$ cat config.mk
export PLATFORM = sky130hd
export DESIGN_NAME = ex_stage
export DESIGN_NICKNAME = d
export VERILOG_FILES = /design/src/hdl/ex_pkg.sv /design/src/hdl/ex_op_if.sv /design/src/hdl/ex_stage.sv /design/src/hdl/ex_wb_reg.sv /design/src/hdl/ex_mult.sv /design/src/hdl/ex_alu.sv /design/src/hdl/ex_issue.sv
export SDC_FILE = /design/constraint.sdc
export NUM_CORES = 2
export LEC_CHECK = 0
export BUFFER_PORTS_ARGS = -buffer_cell sky130_fd_sc_hd__buf_4
export CAP_MARGIN = 20
export CORE_UTILIZATION = 45
export CTS_BUF_LIST = sky130_fd_sc_hd__clkbuf_2 sky130_fd_sc_hd__clkbuf_4 sky130_fd_sc_hd__clkbuf_8
export CTS_CLUSTER_SIZE = 12
export DETAILED_ROUTE_END_ITERATION = 16
export PLACE_DENSITY = 0.61
export SLEW_MARGIN = 20
export SYNTH_ARGS = -nofsm -noshare
export SYNTH_HDL_FRONTEND = slang
export SYNTH_SLANG_ARGS = --single-unit
$ cat constraint.sdc
create_clock -name clk -period 7.18 [get_ports clk]
set_clock_uncertainty 0.2 [all_clocks]
set_input_delay 1.436 -clock clk [delete_from_list [all_inputs] [get_ports clk]]
set_output_delay 1.436 -clock clk [all_outputs]
set_load 0.05 [all_outputs]
$ cat src/hdl/ex_pkg.sv
`default_nettype none

package ex_pkg;

  // Width of the function word shared by ALU and multiplier
  localparam int unsigned FUNC_W = 4;

  ////////////////////
  // ALU operators
  ////////////////////

  // Arithmetic, logic and shifts first
  // Compares in the upper half, branch compares last
  typedef enum logic [FUNC_W-1:0] {
    ALU_ADD  = 4'h0,
    ALU_SUB  = 4'h1,
    ALU_AND  = 4'h2,
    ALU_OR   = 4'h3,
    ALU_XOR  = 4'h4,
    ALU_SLL  = 4'h5,
    ALU_SRL  = 4'h6,
    ALU_SRA  = 4'h7,
    ALU_SLT  = 4'h8,
    ALU_SLTU = 4'h9,
    ALU_EQ   = 4'hA,
    ALU_NE   = 4'hB,
    ALU_LT   = 4'hC,
    ALU_GE   = 4'hD,
    ALU_LTU  = 4'hE,
    ALU_GEU  = 4'hF
  } alu_op_e;

  ////////////////////
  // Multiplier operators
  ////////////////////

  // MUL keeps the low half, the others keep the high half
  typedef enum logic [1:0] {
    MUL_MUL    = 2'd0,
    MUL_MULH   = 2'd1,
    MUL_MULHSU = 2'd2,
    MUL_MULHU  = 2'd3
  } mul_op_e;

  // One function word, read through the view of the enabled unit
  typedef union packed {
    alu_op_e alu;
    struct packed {
      logic [1:0] rsvd;
      mul_op_e    op;
    } mul;
  } ex_func_u;

endpackage

`default_nettype wire
$ cat src/hdl/ex_op_if.sv
`timescale 1ns/1ps
`default_nettype none

// Qualified operation from issue to the units and the EX/WB register
interface ex_op_if import ex_pkg::*; #(
  parameter int unsigned XLEN       = 32,
  parameter int unsigned REG_ADDR_W = 5
);

  ex_func_u                func;
  logic [XLEN-1:0]         operand_a;
  logic [XLEN-1:0]         operand_b;
  logic                    alu_en;
  logic                    mul_en;
  logic                    bch;
  logic                    rf_we;
  logic [REG_ADDR_W-1:0]   rf_waddr;
  // Valid with halt and kill applied
  logic                    issue_valid;
  // Valid multiply, blind to halt and kill
  logic                    mul_start;

  modport issue (
    output func, operand_a, operand_b, alu_en, mul_en, bch,
    output rf_we, rf_waddr, issue_valid, mul_start
  );
  modport alu  (input func, operand_a, operand_b);
  modport mult (input func, operand_a, operand_b, mul_start);
  modport wb   (input alu_en, mul_en, bch, rf_we, rf_waddr, issue_valid);

endinterface

`default_nettype wire

$ cat src/hdl/ex_stage.sv
`timescale 1ns/1ps
`default_nettype none

module ex_stage import ex_pkg::*; #(
  parameter int unsigned XLEN       = 32,
  parameter int unsigned REG_ADDR_W = 5
) (
  input  logic                  clk,
  input  logic                  rst_n,
  input  logic                  instr_valid_i,
  input  logic                  alu_en_i,
  input  logic                  mul_en_i,
  input  logic                  bch_i,
  input  logic                  rf_we_i,
  input  logic [FUNC_W-1:0]     func_i,
  input  logic [XLEN-1:0]       operand_a_i,
  input  logic [XLEN-1:0]       operand_b_i,
  input  logic [REG_ADDR_W-1:0] rf_waddr_i,
  input  logic                  halt_i,
  input  logic                  kill_i,
  input  logic                  wb_ready_i,
  output logic                  ex_ready_o,
  output logic                  ex_valid_o,
  output logic                  branch_decision_o,
  output logic                  wb_valid_o,
  output logic                  wb_rf_we_o,
  output logic                  wb_bch_taken_o,
  output logic [REG_ADDR_W-1:0] wb_rf_waddr_o,
  output logic [XLEN-1:0]       wb_rf_wdata_o
);

  // Unit results and multiplier handshake
  logic [XLEN-1:0] alu_result;
  logic            cmp_result;
  logic [XLEN-1:0] mul_result;
  logic            mul_valid;
  logic            mul_ready;

  ex_op_if #(.XLEN(XLEN), .REG_ADDR_W(REG_ADDR_W)) op_if ();

  ////////////////////
  // Issue
  ////////////////////

  ex_issue #(.XLEN(XLEN), .REG_ADDR_W(REG_ADDR_W)) u_issue (
    .instr_valid_i (instr_valid_i),
    .alu_en_i      (alu_en_i),
    .mul_en_i      (mul_en_i),
    .bch_i         (bch_i),
    .rf_we_i       (rf_we_i),
    .func_i        (func_i),
    .operand_a_i   (operand_a_i),
    .operand_b_i   (operand_b_i),
    .rf_waddr_i    (rf_waddr_i),
    .halt_i        (halt_i),
    .kill_i        (kill_i),
    .wb_ready_i    (wb_ready_i),
    .mul_ready_i   (mul_ready),
    .ex_ready_o    (ex_ready_o),
    .op            (op_if.issue)
  );

  ////////////////////
  // Functional units
  ////////////////////

  ex_alu #(.XLEN(XLEN)) u_alu (
    .op           (op_if.alu),
    .result_o     (alu_result),
    .cmp_result_o (cmp_result)
  );

  ex_mult #(.XLEN(XLEN)) u_mult (
    .clk      (clk),
    .rst_n    (rst_n),
    .halt_i   (halt_i),
    .kill_i   (kill_i),
    .ready_i  (wb_ready_i),
    .op       (op_if.mult),
    .result_o (mul_result),
    .valid_o  (mul_valid),
    .ready_o  (mul_ready)
  );

  ////////////////////
  // Write-back side
  ////////////////////

  ex_wb_reg #(.XLEN(XLEN), .REG_ADDR_W(REG_ADDR_W)) u_wb_reg (
    .clk               (clk),
    .rst_n             (rst_n),
    .wb_ready_i        (wb_ready_i),
    .op                (op_if.wb),
    .alu_result_i      (alu_result),
    .cmp_result_i      (cmp_result),
    .mul_result_i      (mul_result),
    .mul_valid_i       (mul_valid),
    .ex_valid_o        (ex_valid_o),
    .branch_decision_o (branch_decision_o),
    .wb_valid_o        (wb_valid_o),
    .wb_rf_we_o        (wb_rf_we_o),
    .wb_bch_taken_o    (wb_bch_taken_o),
    .wb_rf_waddr_o     (wb_rf_waddr_o),
    .wb_rf_wdata_o     (wb_rf_wdata_o)
  );

endmodule

`default_nettype wire

$ cat src/hdl/ex_wb_reg.sv
`timescale 1ns/1ps
`default_nettype none

module ex_wb_reg #(
  parameter int unsigned XLEN       = 32,
  parameter int unsigned REG_ADDR_W = 5
) (
  input  logic                  clk,
  input  logic                  rst_n,
  input  logic                  wb_ready_i,
  ex_op_if.wb                   op,
  input  logic [XLEN-1:0]       alu_result_i,
  input  logic                  cmp_result_i,
  input  logic [XLEN-1:0]       mul_result_i,
  input  logic                  mul_valid_i,
  output logic                  ex_valid_o,
  output logic                  branch_decision_o,
  output logic                  wb_valid_o,
  output logic                  wb_rf_we_o,
  output logic                  wb_bch_taken_o,
  output logic [REG_ADDR_W-1:0] wb_rf_waddr_o,
  output logic [XLEN-1:0]       wb_rf_wdata_o
);

  logic [XLEN-1:0] rf_wdata;
  logic            load;

  ////////////////////
  // Result select
  ////////////////////

  assign rf_wdata = op.mul_en ? mul_result_i : alu_result_i;

  // ALU is single cycle, multiply waits for its done flag
  assign ex_valid_o = op.issue_valid && (op.alu_en || (op.mul_en && mul_valid_i));

  // Straight from the compare of the present operands
  assign branch_decision_o = cmp_result_i;

  assign load = ex_valid_o && wb_ready_i;

  ////////////////////
  // EX/WB register
  ////////////////////

  always_ff @(posedge clk, negedge rst_n) begin
    if (!rst_n) begin
      wb_valid_o     <= 1'b0;
      wb_rf_we_o     <= 1'b0;
      wb_bch_taken_o <= 1'b0;
      wb_rf_waddr_o  <= '0;
      wb_rf_wdata_o  <= '0;
    end else if (load) begin
      wb_valid_o     <= 1'b1;
      wb_rf_we_o     <= op.rf_we;
      // Taken only for a real branch on the ALU
      wb_bch_taken_o <= op.bch && op.alu_en && cmp_result_i;
      wb_rf_waddr_o  <= op.rf_waddr;
      if (op.rf_we) wb_rf_wdata_o <= rf_wdata;
    end else if (wb_ready_i) begin
      // Downstream free but nothing valid here, insert a bubble
      wb_valid_o <= 1'b0;
    end
  end

endmodule

`default_nettype wire

$ cat src/hdl/ex_mult.sv
`timescale 1ns/1ps
`default_nettype none

module ex_mult import ex_pkg::*; #(
  parameter int unsigned XLEN = 32
) (
  input  logic            clk,
  input  logic            rst_n,
  input  logic            halt_i,
  input  logic            kill_i,
  input  logic            ready_i,
  ex_op_if.mult           op,
  output logic [XLEN-1:0] result_o,
  output logic            valid_o,
  output logic            ready_o
);

  logic              signed_a;
  logic              signed_b;
  logic [2*XLEN-1:0] op_a_ext;
  logic [2*XLEN-1:0] op_b_ext;
  logic [2*XLEN-1:0] product;
  logic [XLEN-1:0]   result_d;
  logic [XLEN-1:0]   result_q;
  logic              valid_q;
  logic              capture;

  ////////////////////
  // Product
  ////////////////////

  // Signedness per operand; MULHU and MUL are treated unsigned
  always_comb begin
    signed_a = 1'b0;
    signed_b = 1'b0;
    unique case (op.func.mul.op)
      MUL_MULH:   begin
        signed_a = 1'b1;
        signed_b = 1'b1;
      end
      MUL_MULHSU: signed_a = 1'b1;
      default:    ;
    endcase
  end

  assign op_a_ext = {{XLEN{signed_a & op.operand_a[XLEN-1]}}, op.operand_a};
  assign op_b_ext = {{XLEN{signed_b & op.operand_b[XLEN-1]}}, op.operand_b};
  // Low 2*XLEN bits of the extended product are exact for every mode
  assign product  = op_a_ext * op_b_ext;
  assign result_d = (op.func.mul.op == MUL_MUL) ? product[XLEN-1:0] : product[2*XLEN-1:XLEN];

  ////////////////////
  // Busy/done state
  ////////////////////

  // Capture once per instruction, never while halted or killed
  assign capture = op.mul_start && !valid_q && !halt_i && !kill_i;

  always_ff @(posedge clk, negedge rst_n) begin
    if (!rst_n) begin
      valid_q <= 1'b0;
    end else if (kill_i) begin
      valid_q <= 1'b0;
    end else if (!halt_i) begin
      if (valid_q) begin
        // Result handed to EX/WB on this edge
        if (ready_i) valid_q <= 1'b0;
      end else if (op.mul_start) begin
        valid_q <= 1'b1;
      end
    end
  end

  always_ff @(posedge clk) begin
    if (capture) result_q <= result_d;
  end

  assign result_o = result_q;
  assign valid_o  = valid_q;
  // Idle with nothing pending, or done and draining this cycle
  assign ready_o  = (!valid_q && !op.mul_start) || (valid_q && ready_i);

endmodule

`default_nettype wire

$ cat src/hdl/ex_alu.sv
`timescale 1ns/1ps
`default_nettype none

module ex_alu import ex_pkg::*; #(
  parameter int unsigned XLEN = 32
) (
  ex_op_if.alu            op,
  output logic [XLEN-1:0] result_o,
  output logic            cmp_result_o
);

  localparam int unsigned SHAMT_W = $clog2(XLEN);

  alu_op_e            operator;
  logic               sub_en;
  logic [XLEN-1:0]    adder_b;
  logic [XLEN:0]      adder_sum;
  logic [SHAMT_W-1:0] shamt;
  logic               lt_signed;
  logic               lt_unsigned;
  logic               is_equal;

  assign operator = op.func.alu;
  assign shamt    = op.operand_b[SHAMT_W-1:0];

  ////////////////////
  // Shared adder
  ////////////////////

  // Only ADD adds; SUB and every compare use a - b
  assign sub_en    = (operator != ALU_ADD);
  assign adder_b   = sub_en ? ~op.operand_b : op.operand_b;
  assign adder_sum = {1'b0, op.operand_a} + {1'b0, adder_b} + {{XLEN{1'b0}}, sub_en};

  // No carry out of a + ~b + 1 means a borrow, so a < b unsigned
  assign lt_unsigned = !adder_sum[XLEN];
  // Differing signs decide directly, else the sign of the difference
  assign lt_signed   = (op.operand_a[XLEN-1] != op.operand_b[XLEN-1]) ?
                       op.operand_a[XLEN-1] : adder_sum[XLEN-1];
  assign is_equal    = (op.operand_a == op.operand_b);

  ////////////////////
  // Compare
  ////////////////////

  always_comb begin
    cmp_result_o = 1'b0;
    unique case (operator)
      ALU_EQ:           cmp_result_o = is_equal;
      ALU_NE:           cmp_result_o = !is_equal;
      ALU_SLT, ALU_LT:  cmp_result_o = lt_signed;
      ALU_GE:           cmp_result_o = !lt_signed;
      ALU_SLTU, ALU_LTU: cmp_result_o = lt_unsigned;
      ALU_GEU:          cmp_result_o = !lt_unsigned;
      default:          cmp_result_o = 1'b0;
    endcase
  end

  ////////////////////
  // Result
  ////////////////////

  always_comb begin
    // Compare ops return the compare bit zero-extended
    result_o = {{(XLEN-1){1'b0}}, cmp_result_o};
    unique case (operator)
      ALU_ADD, ALU_SUB: result_o = adder_sum[XLEN-1:0];
      ALU_AND:          result_o = op.operand_a & op.operand_b;
      ALU_OR:           result_o = op.operand_a | op.operand_b;
      ALU_XOR:          result_o = op.operand_a ^ op.operand_b;
      ALU_SLL:          result_o = op.operand_a << shamt;
      ALU_SRL:          result_o = op.operand_a >> shamt;
      ALU_SRA:          result_o = $unsigned($signed(op.operand_a) >>> shamt);
      default:          result_o = {{(XLEN-1){1'b0}}, cmp_result_o};
    endcase
  end

endmodule

`default_nettype wire

$ cat src/hdl/ex_issue.sv
`timescale 1ns/1ps
`default_nettype none

module ex_issue import ex_pkg::*; #(
  parameter int unsigned XLEN       = 32,
  parameter int unsigned REG_ADDR_W = 5
) (
  input  logic                  instr_valid_i,
  input  logic                  alu_en_i,
  input  logic                  mul_en_i,
  input  logic                  bch_i,
  input  logic                  rf_we_i,
  input  logic [FUNC_W-1:0]     func_i,
  input  logic [XLEN-1:0]       operand_a_i,
  input  logic [XLEN-1:0]       operand_b_i,
  input  logic [REG_ADDR_W-1:0] rf_waddr_i,
  input  logic                  halt_i,
  input  logic                  kill_i,
  input  logic                  wb_ready_i,
  input  logic                  mul_ready_i,
  output logic                  ex_ready_o,
  ex_op_if.issue                op
);

  ////////////////////
  // Operation fields
  ////////////////////

  // Raw function bits become the two-view word
  assign op.func      = ex_func_u'(func_i);
  assign op.operand_a = operand_a_i;
  assign op.operand_b = operand_b_i;
  assign op.alu_en    = alu_en_i;
  assign op.mul_en    = mul_en_i;
  assign op.bch       = bch_i;
  assign op.rf_we     = rf_we_i;
  assign op.rf_waddr  = rf_waddr_i;

  ////////////////////
  // Qualification
  ////////////////////

  // A halted or killed instruction never counts as valid downstream
  assign op.issue_valid = instr_valid_i && !halt_i && !kill_i;

  // Multiplier sees the raw valid
  // It holds its own state on halt and flushes on kill
  assign op.mul_start = instr_valid_i && mul_en_i;

  // Kill always drains the stage
  // Otherwise wait for multiplier and write-back, unless halted
  assign ex_ready_o = kill_i || (!halt_i && mul_ready_i && wb_ready_i);

endmodule

`default_nettype wire

======== Yosys cells after proc, flatten, opt, wreduce, memory -nomap -nowiden ========
Index checks and enable logic that the tools add are counted.
cells by class
  shifts and indexed selects .............. 3
  reduce and logical (&&, ||, !) cells .... 34
  equal/unequal tests ..................... 20
  bitwise operators ....................... 6
  multiplexer cells ....................... 15
  multipliers ............................. 1
  $add $sub $neg .......................... 2
operators with widths
  kind                                           number
  case mux 32 bit (7 select lines)               1
  2-to-1 mux 32 bit                              3
  multiplier 33 x 33 -> 64 bit                   1
  adder 32 x 32 -> 33 bit                        1
  adder 33 x 1 -> 33 bit                         1
  AND 32 bit                                     1
  == test 32 bit                                 1
  == test 4 bit, second input constant           8
  inverter 32 bit                                1
  OR 32 bit                                      1
  << shifter 32 x 5 -> 32 bit                    1
  right shift 32 x 5 -> 32 bit                   1
  >>> shifter 32 x 5 -> 32 bit                   1
  bitwise XOR 32 bit                             1
  == test 4 x 3 -> 1 bit, second input constant  4
  logical AND 1 bit                              15
  2-to-1 mux 1 bit                               10
  == test 4 x 2 -> 1 bit, second input constant  2
  OR reduction 2 bit                             4
  logical NOT 1 bit                              7
  case mux 1 bit (6 select lines)                1
  == test 4 x 1 -> 1 bit, second input constant  1
  logical NOT 4 bit                              1
  nonzero test 4 bit                             1
  9 further kinds                                12
word-level totals
  output and inout bits ................... 43
  register bits after elaboration ......... 73
  word-level logic and storage cells ...... 88

======== Depth between registers and ports, before layout ========
  depth in word-level cells ............... 9
  depth in mapped cells ................... 34

======== Modules after synthesis ========
From an unflattened synthesis, not the netlist that was laid out.
unflattened totals
  cells, all modules ...................... 5635
  area total of the unflattened synthesis .. 49681.4 um2
by module, submodules not included
  module     times used  cells each  area an instance (um2)  seq. area each (um2)
  ex_mult    1           4365        39429.1                 985.9
  ex_alu     1           1059        7621.1                  0.0
  ex_wb_reg  1           130         2023.2                  1001.0
  ex_issue   1           81          608.1                   0.0

======== Least setup slack after synthesis ========
Ideal clock, no wire load.
  path kind ............................... input port to flip-flop
  start ................................... input operand_b_i[3]
  end ..................................... register u_mult.result_q[30] (netlist: u_mult.result_o[30]), data pin
  cell stages on the path ................. 29
  data required time ...................... 6.714 ns
  buffers on the path ..................... 5
  setup slack ............................. -2.975 ns
  data arrival time ....................... 9.689 ns
  cell sequence ........................... clkbuf_1 -> clkbuf_1 -> clkbuf_1 -> buf_1 -> nand2_1 -> fa_1 -> fa_1 -> inv_1 -> fa_1 -> inv_1 -> fa_1 -> inv_1 -> fa_1 -> fa_1 -> fa_1 -> inv_1 -> fa_1 -> inv_1 -> ha_1 -> clkbuf_1 -> nand2_1 -> nor4_1 -> nand4_1 -> o31ai_1 -> o211ai_1 -> a21boi_1 -> a31oi_1 -> xor2_1 -> o21ai_1
between the ends
  cells in the longest elaborated chain, start to end .. 2
ends and longest elaborated chain
  item                          line            RTL
  from (decl)                   ex_stage.sv:17  input logic [XLEN-1:0] operand_b_i,
  multiplier 33 x 33 -> 64 bit  ex_mult.sv:49   assign product = op_a_ext * op_b_ext;
  2-to-1 mux 32 bit             ex_mult.sv:50   assign result_d = (op.func.mul.op == MUL_MUL) ? product[XLEN-1:0] : product[2*XLEN-1:XLEN];
  net u_mult.result_d[30]       ex_mult.sv:23   logic [XLEN-1:0] result_d;
  to (signal assigned)          ex_mult.sv:75   if (capture) result_q <= result_d;
  to (decl)                     ex_mult.sv:24   logic [XLEN-1:0] result_q;
The timed path passes the listed nets, and every way through them passes these cells.
A chain may end at the register's enable or synchronous reset.

======== Final worst setup path ========
  start ................................... input func_i[0]
  end ..................................... register u_mult.result_q[30] (netlist: u_mult.result_o[30]), data pin
between the ends
  cells in the longest elaborated chain, start to end .. 6
  elaborated cells on any way between the ends .. 10
  classes of those cells .................. mul: 1; eq/ne: 2; mux: 3; bitwise: 2; reduce/logical: 2
ends and longest elaborated chain
  item                                                     line            RTL
  from (decl)                                              ex_stage.sv:15  input logic [FUNC_W-1:0] func_i,
  == test 2 bit or == test 2 x 1 -> 1 bit (tied branches)  ex_mult.sv:36   unique case (op.func.mul.op)
  OR reduction 2 bit (no line)                             -
  2-to-1 mux 1 bit                                         ex_mult.sv:36
  AND 1 bit                                                ex_mult.sv:46   assign op_a_ext = {{XLEN{signed_a & op.operand_a[XLEN-1]}}, op.operand_a};
  multiplier 33 x 33 -> 64 bit                             ex_mult.sv:49
  2-to-1 mux 32 bit (*)                                    ex_mult.sv:50
  net u_mult.result_d[30]                                  ex_mult.sv:23
Mark *: on every way through the listed nets, which the timed path passes. The rest lies on a longest branch.

==> results.toml <==
[global_route]
grt_pass1_vias = 44700
grtUsageTotal_pct = 38.7
grt_max_degree = 71
antenna_found_initial = 10
grt_pass1_wl_um = 301000
overflow = 0

[final_layout]
fin_area_um2 = 59600
area_growth_pct = 25.3
layout-drive-gt1-share_pct = 22.9
final_cells = 7639
nets = 7772

[sta]
max-slew-margin-rel_pct = 30.3
min_period_ns = 9.00
rsz0062_at_grt = "true"
setup_violations = 32
worst_slew_pin_slew_ns = 1.04
finalHoldViolations = 0
timing.final.crit_share_pct = 125
clock.fmax_mhz = 111
finalWorstSetupSlack_ns = -1.82
finalMaxSlewViolations = 0
finalSetupTns_ns = -46.17

[clock_network]
numCtsBuffers = 9
cts_buffer_depth = 2
clk_pin_slew_ns = 0.10
hold_buffers = 0
htree_levels = 3
cts_tree = "built"
clk-insertion-delay-late_ns = 0.41
clockRootBuffer = "clkbuf_8"
cts_sinks = 73

[synthesis]
yosys_register_bits = 73
synth_largest_area_cell = "fa_1"
synth_area_per_cell_um2 = 8.58
synth_cell_types = 83
yosysTopAreaCellShare_pct = 47.4
syn-num-nets = 7068
ys_seq_area_share_pct = 4.18
synth-edff-count = 32
synthCells = 5547
synth_area_um2 = 47600
async_reset_ff_share_pct = 56.2
synth_area_leaders = "fa_1 (47%), inv_1 (10%), ha_1 (8.2%), nand2_1 (7.8%), nor2_1 (3.0%)"
ys.flop_type = "dfrtp_1"
ys_warn_count = 0

[worst_setup_path]
critPathSlowestCell = "fa_2"
crit_type = "in -> reg"
critPathLaunchType = "input port"
cpPeakStageDelay_ns = 0.60
crit_required_ns = 7.11
path_max_fanout = 3
cp_common_cell = "fa_1"
cp-end-kind = "flop"
arrival_ns = 8.93

[place]
hpwlAfterDp_um = 172000
io_buffers = 125
placed_area_um2 = 56300
dp.cells = 7516
gp_congestion = 1.04

[drt]
drt-wirelength-per-cell_um = 26.5
vias = 42600
ant_nets = 0
viasPerCell = 5.58
finalWirelength_um = 203000
drt_iter0_drc = 3940
drc = 0
firstDrtPassIters = 6

[floorplan]
fp-row-count = 118
die_w_um = 327
start_util_pct = 45.7
ios = 126
core_area_um2 = 104000
dieArea_um2 = 107000
die_h_um = 327

[status]
outcome = "complete, but fails checks"
violations = "negative setup slack"

[run]
max-cap-violations = 0

[min_path]
hp-class = "reg -> reg"
## per-layer routing
| metal | vias up | share of wire, % | routed length [um] | global-route usage (%) |
|---|---|---|---|---|
| met4 | 12 | 5.8 | 11800 | 16.7 |
| met2 | 2158 | 44 | 88100 | 59.0 |
| met3 | 416 | 10 | 21000 | 9.57 |
| li1 | 18100 | - | - | - |
| met5 | - | 0.039 | 78 | 0 |
| met1 | 21900 | 40 | 81500 | 52.4 |
## timing repair
| item | in CTS | in global routing |
|---|---|---|
| buffers inserted | 86 | 24 |
| resized for setup | 377 | 97 |
| pin swaps | 164 | 84 |
| endpoints found under the setup margin | 32 | 33 |
| gates cloned | 3 | 0 |
## cell type report
type / count / area, um^2
tap: 1380 / 1730
multi-input combinational: 3860 / 41200
clock buffer: 9 / 124
antenna: 3 / 7.51
clock inverter: 7 / 83.8
sequential: 73 / 1990
inverter: 1280 / 4890
timing repair buffer: 1027 / 9570
fill: 9462 / 44500
## placed cells by master, fill, tap and decap left out, types with 24 or more instances in the layout
cell and count:
inv_1 1210, fa_1 1086, nand2_1 962, buf_4 831
nor2_1 362, ha_1 261, a21oi_1 128, buf_12 105
o21ai_0 98, xnor2_1 84, buf_6 65, a21o_1 61
ha_4 49, o21ai_1 46, mux2i_1 45, mux4_2 44
inv_2 41, dfrtp_1 41, fa_2 40, nand3_1 36
edfxtp_1 32, nand4_1 30, xor2_1 30, nor3_1 27
a21oi_2 24
## worst paths after layout
check / cells past startpoint / start / slack, ns / end
max in group asynchronous: 1 / rst_n / 5.56 / u_wb_reg.wb_rf_wdata_o[23]$_DFFE_PN0P_
min reg2reg: 2 / u_wb_reg.wb_rf_we_o$_DFFE_PN0P_ / 0.29 / u_wb_reg.wb_rf_we_o$_DFFE_PN0P_
min: 2 / u_wb_reg.wb_rf_we_o$_DFFE_PN0P_ / 0.29 / u_wb_reg.wb_rf_we_o$_DFFE_PN0P_
max reg2reg: 7 / u_mult.valid_o$_DFFE_PN0P_ / 3.80 / u_wb_reg.wb_rf_wdata_o[17]$_DFFE_PN0P_
max: 30 / func_i[0] / -1.82 / u_mult.result_o[30]$_DFFE_PP_
min in group asynchronous: 1 / rst_n / 0.81 / u_wb_reg.wb_rf_wdata_o[13]$_DFFE_PN0P_
## state kept, by name, indices dropped and copies added, names as in the netlist
name,cells
u_mult.result_o,32
u_wb_reg.wb_rf_waddr_o,5
u_mult.valid_o,1
u_wb_reg.wb_rf_wdata_o,32
u_wb_reg.wb_rf_we_o,1
u_wb_reg.wb_valid_o,1
u_wb_reg.wb_bch_taken_o,1
## logic make-up after synthesis
group                      share of synthesized area, %
buffers and inverters                              12.8
and+or+nand+nor                                    13.7
adders and majority gates                          55.6
AOI/OAI and AO/OA                                  8.15
xor gates and xnor gates                           2.36
muxes                                              3.24
DFF                                                4.18
## worst max-delay path: cells and delay by family
kind,cells,cell delay (ns)
fa+ha+maj,10,4.84
simple gates,5,0.87
compound gates,5,0.84
buf+inv,9,0.75
xor+xnor,1,0.14
## Yosys cell counts (all sizes together), types with 7 or more instances
cell / number
o21bai: 17
nand2b: 12
ha: 312
or2: 8
o21a: 11
and2: 11
dfrtp: 41
nor2: 380
o221ai: 10
inv: 1268
fa: 1126
a22oi: 24
a211o: 11
nand4: 30
o2111ai: 13
a21o: 61
mux4: 44
nand3: 46
o21ai: 153
mux2i: 45
clkinv: 12
o211ai: 9
a221oi: 24
mux2: 9
o22ai: 14
nor4: 13
a211oi: 17
nor2b: 11
edfxtp: 32
nand2: 995
o31ai: 7
clkbuf: 249
and3: 27
a31oi: 21
buf: 85
xor2: 35
or3: 16
xnor2: 93
a21oi: 159
nor3: 31
## stage by stage
| step | util (%) | worst slack, ns | hold slack [ns] |
|---|---|---|---|
| 3_3_place_gp | 54.1 | -2.50 | 0.267 |
| 2_1_floorplan | - | -2.20 | 0.276 |
| 5_1_grt | 57.3 | -2.04 | 0.326 |
| 4_1_cts | 56.7 | -1.66 | 0.292 |
| 6_report | 57.3 | -1.82 | 0.289 |
| 3_5_place_dp | 54.1 | -2.61 | 0.272 |
Power is left out: the tool's default activity adds up to more than one toggle a clock period on the data nets, which glitch-free logic cannot reach.
